$ cat src/hw/mem_pkg.sv
`default_nettype none

package mem_pkg;

    localparam int addr_w = 32;
    localparam int data_w = 32;
    localparam int strb_w = data_w / 8;
    localparam int resp_w = 2;

    localparam int mem_words = 256;
    localparam int mem_idx_w = $clog2(mem_words);   // word index is addr[9:2]
    localparam int queue_depth = 8;
    localparam int queue_ptr_w = $clog2(queue_depth);

    localparam int lfsr_w = 3;
    localparam logic [lfsr_w-1:0] lfsr_seed = 3'd1;  // must never be zero
    localparam logic [data_w-1:0] nop_word = 32'h0000_0013;  // addi x0, x0, 0
    localparam logic [resp_w-1:0] resp_okay = 2'b00;

    typedef enum logic {
        op_load,
        op_store
    } mem_op_e;

    typedef enum logic [1:0] {
        st_idle,
        st_read,
        st_awrite,
        st_write
    } sram_state_e;

    typedef enum logic [2:0] {
        ls_idle,
        ls_ar,
        ls_r,
        ls_aw_w,
        ls_b
    } lsu_state_e;

    typedef struct packed {
        mem_op_e               op;
        logic [addr_w-1:0]     addr;
        logic [data_w-1:0]     wdata;
        logic [strb_w-1:0]     wstrb;
    } mem_req_t;

    typedef struct packed {
        mem_op_e               op;
        logic [data_w-1:0]     rdata;
    } mem_rsp_t;

    // master to slave
    typedef struct packed {
        logic [addr_w-1:0]     araddr;
        logic                  arvalid;
        logic [addr_w-1:0]     awaddr;
        logic                  awvalid;
        logic [data_w-1:0]     wdata;
        logic [strb_w-1:0]     wstrb;
        logic                  wvalid;
        logic                  rready;
        logic                  bready;
    } axil_m2s_t;

    // slave to master
    typedef struct packed {
        logic                  arready;
        logic                  awready;
        logic                  wready;
        logic [data_w-1:0]     rdata;
        logic [resp_w-1:0]     rresp;
        logic                  rvalid;
        logic [resp_w-1:0]     bresp;
        logic                  bvalid;
    } axil_s2m_t;

endpackage

`default_nettype wire
$ cat src/hw/lsu_axil_master.sv
`timescale 1ns/1ps
`default_nettype none

module lsu_axil_master import mem_pkg::*; (
    input  logic      clk,
    input  logic      rst_n,
    input  logic      q_empty,
    input  mem_req_t  q_head,
    output logic      pop,
    output axil_m2s_t axil_m2s,
    input  axil_s2m_t axil_s2m,
    output logic      rsp_valid,
    output mem_rsp_t  rsp
);

    lsu_state_e state;
    lsu_state_e next_state;
    mem_req_t   req_q;     // request in flight
    logic       aw_done;
    logic       w_done;
    logic       aw_hs;
    logic       w_hs;
    logic       ar_hs;
    logic       r_hs;
    logic       b_hs;

    assign ar_hs = axil_m2s.arvalid && axil_s2m.arready;
    assign aw_hs = axil_m2s.awvalid && axil_s2m.awready;
    assign w_hs  = axil_m2s.wvalid && axil_s2m.wready;
    assign r_hs  = (state == ls_r) && axil_s2m.rvalid && axil_m2s.rready;
    assign b_hs  = (state == ls_b) && axil_s2m.bvalid && axil_m2s.bready;

    assign pop = (state == ls_idle) && !q_empty;

    always_comb begin
        axil_m2s.araddr  = req_q.addr;
        axil_m2s.arvalid = state == ls_ar;
        axil_m2s.awaddr  = req_q.addr;
        axil_m2s.awvalid = (state == ls_aw_w) && !aw_done;
        axil_m2s.wdata   = req_q.wdata;
        axil_m2s.wstrb   = req_q.wstrb;
        axil_m2s.wvalid  = (state == ls_aw_w) && !w_done;
        axil_m2s.rready  = 1'b1;  // response side never stalls
        axil_m2s.bready  = 1'b1;
    end

    // response strobe in the R or B handshake cycle
    assign rsp_valid = r_hs || b_hs;
    assign rsp.op    = req_q.op;
    assign rsp.rdata = (req_q.op == op_load) ? axil_s2m.rdata : '0;

    always_comb begin
        next_state = state;
        case (state)
            ls_idle: begin
                if (!q_empty)
                    next_state = (q_head.op == op_load) ? ls_ar : ls_aw_w;
            end
            ls_ar: begin
                if (ar_hs)
                    next_state = ls_r;
            end
            ls_r: begin
                if (r_hs)
                    next_state = ls_idle;
            end
            ls_aw_w: begin
                // aw and w may finish in either order
                if ((aw_done || aw_hs) && (w_done || w_hs))
                    next_state = ls_b;
            end
            ls_b: begin
                if (b_hs)
                    next_state = ls_idle;
            end
            default: next_state = ls_idle;
        endcase
    end

    always_ff @(posedge clk) begin
        if (!rst_n) begin
            state   <= ls_idle;
            aw_done <= 1'b0;
            w_done  <= 1'b0;
        end else begin
            state <= next_state;
            if (state == ls_aw_w) begin
                if (aw_hs)
                    aw_done <= 1'b1;
                if (w_hs)
                    w_done <= 1'b1;
            end else begin
                aw_done <= 1'b0;
                w_done  <= 1'b0;
            end
        end
    end

    always_ff @(posedge clk) begin
        if (pop)
            req_q <= q_head;
    end

endmodule

`default_nettype wire

$ cat config.mk
export PLATFORM = sky130hd
export DESIGN_NAME = lsu_axil_master
export DESIGN_NICKNAME = d
export VERILOG_FILES = /design/src/hw/mem_pkg.sv /design/src/hw/lsu_axil_master.sv
export SDC_FILE = /design/constraint.sdc
export NUM_CORES = 1
export LEC_CHECK = 0
export ABC_CLOCK_PERIOD_IN_PS = 14050
export BUFFER_PORTS_ARGS = -buffer_cell sky130_fd_sc_hd__buf_4
export CORE_AREA = 2 2 98 100
export CTS_CLUSTER_DIAMETER = 30
export DETAILED_ROUTE_END_ITERATION = 6
export DIE_AREA = 0 0 100 102
export GPL_TIMING_DRIVEN = 0
export PLACE_DENSITY = 0.78
export REMOVE_ABC_BUFFERS = 1
export SYNTH_ARGS = -nofsm -noshare
export SYNTH_HDL_FRONTEND = slang
export SYNTH_SLANG_ARGS = --single-unit
$ cat constraint.sdc
create_clock -name clk -period 14.05 [get_ports clk]
set_input_delay 0.7025 -clock clk [delete_from_list [all_inputs] [get_ports clk]]
set_output_delay 0.7025 -clock clk [all_outputs]
set_load 0.02 [all_outputs]
==> impl_results.md <==
- Ant. Diodes: 0
- Period utilization: 0.221
- DR DRC count: 0
- Clk root buf: clkbuf_8
- Antenna-violating nets left: 0
- Worst setup SP type: register
- DR WL/cell: 15.9 um
- Clk sinks: 74
- First-pass detailed-route iteration total: 4
- Slew HR: 0.354
- Setup Buffers After CTS: 0
- Maximum VDD drop: 0.0641 mV
- Clock transition at the registers of the reported paths: 70 ps
- Vias in the first global route: 2171
- Tmin final: 3100 ps
- CTS H-tree depth: 3
- PD cells: 132 nW/um2
- Final WS setup: 10950 ps
- Yosys reg bits: 74
- Syn_area_per_cell: 15.9 um2
- # nets final: 520
- Hold Fails Final Rpt: 0
- CTS Hold Bufs: 0
- Pwr Total: 644 uW
- Min Hold Slack: 518 ps
- Total wire length: 8.32 mm
- Sw Ratio: 0.264
- Static leakage: 0.00223 uW
- Total negative slack: 0 ps
- CP Class: register to primary output
- First-pass GRT wire length: 11.6 mm
- Clk pwr share: 0.333
- Vias: 2230
- Placed wire-length estimate: 6.80 mm
- Sequential element share of the synthesized area: 0.762
- Placed cells: 507
- Fill cells: 789
- CTS tree: done
- Combinational power share: 0.232
- Num CTS Buffers: 9
- YS warnings: 0
- Die height: 102 um
- Proportion of layout cells with a drive suffix above 1: 0.664
- Most frequent cells in the layout: buf_4 (254), edfxtp_1 (69), nor2b_1 (32), clkbuf_8 (9), nor2_1 (8)
- CP max FO: 9
- Area grow syn2layout: 71.7%
- Worst EP required: 13350 ps
- GR Overflow Total: 0
- CP Data Arrival Time: 2400 ps
- Unique masters post-synth: 26
- Most common cell after layout, fill and taps aside: buf_4
- Initial Utilization: 0.313
- Syn Std Cell Area: 2850 um2
- Post-Layout Cell Count: 522
- Status: completed
- Die W: 100 um
- Min-delay worst type: register to register
- Register share of total power: 0.435
- Clock Skew: 10.6 ps
- FF-to-FF setup slack: 11720 ps
- Final setup fails: 0
- Total GRT Usage: 0.153
- Worst-Skew Late Latency: 340 ps
- Int Pwr: 474 uW
- Critical Path End Type: primary output
- RSZ-0062 raised after global routing: no
- Place WS: 10910 ps
- Largest net degree at the start of global routing: 34
- CTS max path bufs: 2
- Fmax: 322 MHz
- IO buf count: 246
- Full die area: 10200 um2
- Initial DRC count: 42
- CTS resizes: 0
- Cell Rows: 35
- Routability congestion estimate: 0.745
- Worst-Margin Slew: 970 ps
- Cells after Synth: 179
- Post-DR vias/cell: 4.27
- Slew Viols, Final: 0
- Initial antenna violation count: 1
- Max-Cap Viols: 0
- Sw Pwr: 170 uW
- I/O pin count: 253
- Core footprint: 9110 um2
-- final timing paths --
path / start / endpoint / cells after the start
setup / recovery: state[2]$_SDFFE_PN0P_ / pop / 5
hold / removal: w_done$_SDFFE_PN0P_ / w_done$_SDFFE_PN0P_ / 2
setup reg to reg: state[2]$_SDFFE_PN0P_ / axil_m2s[26]$_DFFE_PP_ / 5
hold reg to reg: w_done$_SDFFE_PN0P_ / w_done$_SDFFE_PN0P_ / 2
-- logic make-up (layout without fill, tap and decap cells) --
kind of cell / count (synthesis) / count (layout) / synth area share
other: 1 / 2 / 0.00132
multiplexers: 2 / 2 / 0.00703
flip-flops: 74 / 74 / 0.762
buffers and inverters: 41 / 272 / 0.103
AO/OA/AOI/OAI: 6 / 6 / 0.0154
AND/OR/NAND/NOR: 55 / 55 / 0.111
-- synthesized netlist by cell type --
library cell  instances  area, um2
a21boi_1              1       7.51
a21oi_1               1       5.00
and2_1                1       6.26
and2b_1               1       7.51
and3b_1               1       8.76
buf_4                35        263
buf_6                 1       11.3
clkbuf_1              3       11.3
conb_1                1       3.75
dfxtp_1               5        100
edfxtp_1             69       2070
inv_1                 2       7.51
mux2i_1               2       20.0
nand2_1               5       18.8
nand2_2               1       6.26
nand2b_1              1       6.26
nand3_1               2       10.0
nand3b_1              1       7.51
nor2_1                8       30.0
nor2b_1              32        200
nor4_1                1       6.26
nor4b_1               1       8.76
o21a_1                1       7.51
o21ai_0               1       5.00
o22ai_1               1       6.26
o31ai_2               1       12.5
-- power groups by stage --
| stage | sequential [uW] | clock, uW | combinational [uW] |
|---|---|---|---|
| 4_1_cts | 280 | 222 | 151 |
| 3_3_place_gp | 292 | 0 | 143 |
| 3_5_place_dp | 285 | 0 | 151 |
| 2_1_floorplan | 324 | 0 | 28.2 |
| 6_report | 280 | 214 | 150 |
| 5_1_grt | 283 | 231 | 158 |
-- layout make-up --
class                   instances  area [um2]  area share
clock buffers                   9         124      0.0253
clock inverters                 6         138      0.0281
inverters                       2        7.51     0.00153
multi-input cells              65         394      0.0806
flip-flops and latches         74        2170       0.444
well taps                     111         139      0.0284
repair buffers                255        1920       0.392
-- per-stage QoR --
stage,utilization,cell area [um2]
after global placement,0.500,4550
after global routing,0.537,4890
after detailed placement,0.508,4630
after CTS,0.537,4890
after floorplan,-,2570
final,0.537,4890
-- layer usage --
metal,global-route usage,wire length [um],vias to the layer above
li1,-,-,1043
met5,0,16,-
met1,0.156,2760,1058
met2,0.278,4590,114
met4,0.0527,138,2
met3,0.0711,815,13
-- critical path, stage by stage (launching register included) --
cell and delay (ps):
dfxtp_1 380, nor4_2 840, buf_4 290, buf_4 190, buf_4 200, buf_4 160
-- sequential cells by signal (all words and copies together), names as in the netlist --
| signal | cells |
|---|---|
| axil_m2s | 68 |
| state | 3 |
| aw_done | 1 |
| rsp | 1 |
| w_done | 1 |
Note: power is estimated with default switching activity, not from simulation.
