## config.mk

```make
export PLATFORM = sky130hd
export DESIGN_NAME = req_queue
export DESIGN_NICKNAME = d
export VERILOG_FILES = /design/src/hw/mem_pkg.sv /design/src/hw/req_queue.sv
export SDC_FILE = /design/constraint.sdc
export NUM_CORES = 1
export LEC_CHECK = 0
export BUFFER_PORTS_ARGS = -buffer_cell sky130_fd_sc_hd__buf_2
export CAP_MARGIN = 20
export CORE_UTILIZATION = 39
export DETAILED_ROUTE_END_ITERATION = 10
export PLACE_DENSITY = 0.56
export SYNTH_ARGS = -nofsm -noshare
export SYNTH_HDL_FRONTEND = slang
export SYNTH_SLANG_ARGS = --single-unit
export TNS_END_PERCENT = 20
```

## constraint.sdc

```tcl
create_clock -name clk -period 24.9 [get_ports clk]
set_input_delay 6.225 -clock clk [delete_from_list [all_inputs] [get_ports clk]]
set_output_delay 6.225 -clock clk [all_outputs]
set_load 0.1 [all_outputs]
```

## src/hw/mem_pkg.sv

```systemverilog
`default_nettype none

package mem_pkg;

    localparam int addr_w = 32;
    localparam int data_w = 32;
    localparam int strb_w = data_w / 8;
    localparam int resp_w = 2;

    localparam int mem_words = 256;
    localparam int mem_idx_w = $clog2(mem_words);   // word index is addr[9:2]
    localparam int queue_depth = 8;
    localparam int queue_ptr_w = $clog2(queue_depth);

    localparam int lfsr_w = 3;
    localparam logic [lfsr_w-1:0] lfsr_seed = 3'd1;  // must never be zero
    localparam logic [data_w-1:0] nop_word = 32'h0000_0013;  // addi x0, x0, 0
    localparam logic [resp_w-1:0] resp_okay = 2'b00;

    typedef enum logic {
        op_load,
        op_store
    } mem_op_e;

    typedef enum logic [1:0] {
        st_idle,
        st_read,
        st_awrite,
        st_write
    } sram_state_e;

    typedef enum logic [2:0] {
        ls_idle,
        ls_ar,
        ls_r,
        ls_aw_w,
        ls_b
    } lsu_state_e;

    typedef struct packed {
        mem_op_e               op;
        logic [addr_w-1:0]     addr;
        logic [data_w-1:0]     wdata;
        logic [strb_w-1:0]     wstrb;
    } mem_req_t;

    typedef struct packed {
        mem_op_e               op;
        logic [data_w-1:0]     rdata;
    } mem_rsp_t;

    // master to slave
    typedef struct packed {
        logic [addr_w-1:0]     araddr;
        logic                  arvalid;
        logic [addr_w-1:0]     awaddr;
        logic                  awvalid;
        logic [data_w-1:0]     wdata;
        logic [strb_w-1:0]     wstrb;
        logic                  wvalid;
        logic                  rready;
        logic                  bready;
    } axil_m2s_t;

    // slave to master
    typedef struct packed {
        logic                  arready;
        logic                  awready;
        logic                  wready;
        logic [data_w-1:0]     rdata;
        logic [resp_w-1:0]     rresp;
        logic                  rvalid;
        logic [resp_w-1:0]     bresp;
        logic                  bvalid;
    } axil_s2m_t;

endpackage

`default_nettype wire
```

## src/hw/req_queue.sv

```systemverilog
`timescale 1ns/1ps
`default_nettype none

module req_queue import mem_pkg::*; (
    input  logic     clk,
    input  logic     rst_n,
    input  logic     push,
    input  mem_req_t push_req,
    input  logic     pop,
    output mem_req_t head,
    output logic     empty,
    output logic     overflow
);

    mem_req_t               slots [queue_depth];
    logic [queue_ptr_w-1:0] wr_ptr;
    logic [queue_ptr_w-1:0] rd_ptr;
    logic [queue_ptr_w:0]   count;
    logic                   full;
    logic                   do_push;
    logic                   do_pop;

    assign full    = count == (queue_ptr_w + 1)'(queue_depth);
    assign empty   = count == '0;
    assign do_pop  = pop && !empty;
    assign do_push = push && (!full || do_pop);  // a pop frees the slot this cycle
    assign head    = slots[rd_ptr];

    always_ff @(posedge clk) begin
        if (!rst_n) begin
            wr_ptr   <= '0;
            rd_ptr   <= '0;
            count    <= '0;
            overflow <= 1'b0;
        end else begin
            if (do_push)
                wr_ptr <= wr_ptr + 1'b1;  // wraps at depth
            if (do_pop)
                rd_ptr <= rd_ptr + 1'b1;
            case ({do_push, do_pop})
                2'b10:   count <= count + 1'b1;
                2'b01:   count <= count - 1'b1;
                default: count <= count;
            endcase
            if (push && !do_push)
                overflow <= 1'b1;  // sticky until reset
        end
    end

    always_ff @(posedge clk) begin
        if (do_push)
            slots[wr_ptr] <= push_req;
    end

endmodule

`default_nettype wire

```

==> qor.tcl <==
set qor(cp_max_fo) 63
set qor(whs_ps) 527
set qor(peakVddDrop_mv) 0.0845
set qor(leak_nw) 7.89
set qor(critPathMaxStageDelay_ps) 860
set qor(most_frequent_cells_after_synthesis) {sky130_fd_sc_hd__edfxtp_1, sky130_fd_sc_hd__mux4_2, sky130_fd_sc_hd__mux2_2}
set qor(layout-drive-gt1-share_pct) 41.8
set qor(htree_num_levels) 2
set qor(setup.worst_path.end_class) {output pin}
set qor(die_h_um) 237
set qor(vias_per_cell) 5.19
set qor(final_cells) 1809
set qor(worst_skew_ps) 13.8
set qor(final-max-slew-violation-count) 0
set qor(global_route_wire_length_before_repair_mm) 63.8
set qor(hp-class) {reg -> reg}
set qor(top_layer) {met5}
set qor(hold_viol_final) 0
set qor(status) {finished clean}
set qor(power-per-cell-area_nw_per_um2) 114
set qor(max_freq_mhz) 99.1
set qor(drt-pass1-iter-count) 4
set qor(tritoncts.num_buffers) 56
set qor(drt-met1-wl_mm) 19.6
set qor(seq_area_frac_synth_pct) 78.5
set qor(tritoncts) {done}
set qor(tightest_slew_ps) 978
set qor(synth_edf_count) 552
set qor(placedInstanceArea_um2) 23000
set qor(filler_cell_count) 4451
set qor(place.detailed.hpwl_mm) 22.2
set qor(postRouteWirelength_mm) 42.7
set qor(postLayoutCellArea_um2) 24900
set qor(root_driver) {sky130_fd_sc_hd__clkbuf_16}
set qor(synth_cell_types) 36
set qor(setup.worst_path.class) {reg -> out}
set qor(route.vias.total) 9396
set qor(slew-limit-headroom_pct) 34.8
set qor(finalNetCount) 1143
set qor(core.rowCount) 85
set qor(synthesis.area_per_instance_um2) 24.3
set qor(grt_overflow) 0
set qor(worstPathRequired_ps) 18670
set qor(crit_path_top_delay_cell) {sky130_fd_sc_hd__buf_4}
set qor(critical_path.cell_chain) {buf_4, buf_4, mux4_2, mux2_2, buf_2}
set qor(yosys.cell_count.top_type) {sky130_fd_sc_hd__edfxtp_1}
set qor(post-cts-setup-buffer-count) 0
set qor(post_synth_instance_area_um2) 21500
set qor(post_synth_arst_share_pct) 0
set qor(grt_setup_unrepaired) {false}
set qor(clock_latency_late_sink_ps) 600
set qor(hold_buffers) 0
set qor(ys.warnings.count) 0
set qor(cts.repair.resized) 0
set qor(die-width_um) 237
set qor(cell_class_contributing_the_biggest_share_of_worst_path_delay) {buffers and inverters}
set qor(post-route-drc-count) 0
set qor(global_route.usage.total_pct) 15.6
set qor(critical_path_at_ps) 3860
set qor(critical_path.most_common_cell) {sky130_fd_sc_hd__buf_4}
set qor(crit_path_start_kind) {flop}
set qor(finalSetupViolCount) 0
set qor(cts_max_path_buffers) 3
set qor(floorplan.initialDensity_pct) 39.7
set qor(dr_wl_met3_mm) 1.90
set qor(place.gp.congestion) 0.698
set qor(timing.final.crit_period_ps) 10090
set qor(initialDrtViolationCount) 630
set qor(synth.top_cell.area_share_pct) 77.2
set qor(synthDominantAreaCellType) {sky130_fd_sc_hd__edfxtp_1}
set qor(fp.coreArea_um2) 54100
set qor(dieArea_um2) 56000
set qor(post-route-period-util_pct) 40.5
set qor(syn-num-nets) 962
set qor(drtAntennaViolNets) 0
set qor(drv.max_cap_violation_count) 0
set qor(synth_seq_cells) 566
set qor(buffer_ports.inserted) 143
set qor(dr_wl_met2_mm) 20.3
set qor(grt_max_degree) 64
set qor(timing.setup.tns_ps) 0
set qor(antenna_violations_before_repair) 4
set qor(cts_sinks) 566
set qor(clk_pin_slew_ps) 60
set qor(syn2layout_area_growth_pct) 15.9
set qor(critical_path_buf_inv_count) 3
set qor(routed_wire_length_per_instance_um) 23.6
set qor(mapped_cells) 884
set qor(primary_flip_flop_cell_chosen_by_synthesis_mapping) {sky130_fd_sc_hd__edfxtp_1}
set qor(place.detailed.instances) 1702
set qor(synth_top_cells_by_area) {sky130_fd_sc_hd__edfxtp_1, sky130_fd_sc_hd__mux4_2, sky130_fd_sc_hd__mux2_2}
set qor(first_global_vias) 10100
set qor(num_ports) 144
through the flow:
| step | worst slack [ps] | power (W) | utilization, % |
|---|---|---|---|
| 5_1_grt | 14640 | 0.00295 | 46.0 |
| 2_1_floorplan | 11200 | 0.00190 | - |
| 3_3_place_gp | 15310 | 0.00202 | 42.5 |
| 6_report | 14810 | 0.00284 | 46.0 |
| 3_5_place_dp | 15310 | 0.00202 | 42.5 |
| 4_1_cts | 14640 | 0.00288 | 45.9 |
metal layers:
layer	vias to the layer above	global-route usage [%]
met4	6	4.88
met2	177	24.5
met1	4993	21.8
li1	4150	-
met5	-	0
met3	70	3.31
cells by family (layout without fill, tap and decap cells):
logic type / count (synthesis) / count (layout) / share of synthesized area (%)
flip-flops: 566 / 566 / 78.5
multiplexers: 209 / 209 / 18.2
buffers and inverters: 48 / 276 / 1.37
AND/OR/NAND/NOR: 32 / 32 / 0.705
AO/OA/AOI/OAI: 18 / 18 / 0.653
XOR/XNOR: 6 / 6 / 0.245
adder cells (fa/ha/maj): 5 / 5 / 0.326
other: 0 / 1 / 0
cell usage in the layout, fill, tap and decap left out, types with 4 or more instances in the layout:
| cell | synthesis | layout |
|---|---|---|
| sky130_fd_sc_hd__buf_2 | 6 | 143 |
| sky130_fd_sc_hd__clkbuf_1 | 10 | 9 |
| sky130_fd_sc_hd__ha_1 | 4 | 4 |
| sky130_fd_sc_hd__nor3_2 | 0 | 4 |
| sky130_fd_sc_hd__buf_4 | 0 | 20 |
| sky130_fd_sc_hd__clkinv_2 | 0 | 11 |
| sky130_fd_sc_hd__mux4_2 | 138 | 138 |
| sky130_fd_sc_hd__mux2_2 | 69 | 69 |
| sky130_fd_sc_hd__inv_1 | 6 | 6 |
| sky130_fd_sc_hd__nor2_1 | 14 | 11 |
| sky130_fd_sc_hd__nand2b_1 | 4 | 4 |
| sky130_fd_sc_hd__clkinv_1 | 1 | 16 |
| sky130_fd_sc_hd__bufinv_16 | 0 | 8 |
| sky130_fd_sc_hd__edfxtp_1 | 552 | 552 |
| sky130_fd_sc_hd__dfxtp_1 | 14 | 11 |
| sky130_fd_sc_hd__a21oi_1 | 4 | 4 |
| sky130_fd_sc_hd__clkbuf_16 | 0 | 57 |
flip-flops by register name, indices dropped and copies added (netlist names), named ones only:
signal and count:
wr_ptr 3, count 4, overflow 1, slots 552, rd_ptr 3
report_power, final:
part	internal, W	leakage [nW]	switching (W)	total, W
combinational	0.000259	1.85	0.000619	0.000878
sequential	0.00109	5.13	0.0000241	0.00111
clock	0.000501	0.911	0.000348	0.000849
total	0.00185	7.89	0.000991	0.00284
worst paths after layout:
path                            startpoint           end  slack, ps  depth (start not counted)
worst min-delay path             rd_ptr[2]     rd_ptr[2]        530                          2
worst min register to register   rd_ptr[2]     rd_ptr[2]        530                          2
worst max-delay path                  flop      head[50]      14810                          5
worst max register to register    count[0]  slots[7][28]      21760                          5
tightest hold or removal path, stage by stage, from the launching register on:
cell and delay (ps):
sky130_fd_sc_hd__dfxtp_1 320, sky130_fd_sc_hd__xor2_1 70, sky130_fd_sc_hd__nor2_1 100
cell type report:
type                    instances  area, um^2  share of cell area, %
repair buffers                164         893                   3.59
flip-flops and latches        566       16900                   67.8
diodes                          1        2.50                 0.0101
clock buffers                  66        1460                   5.87
multi-input cells             270        4370                   17.6
inverters                       7        26.3                  0.106
clock inverters                39         394                   1.58
well taps                     696         871                   3.50
Note: power is estimated with default switching activity, not from simulation.
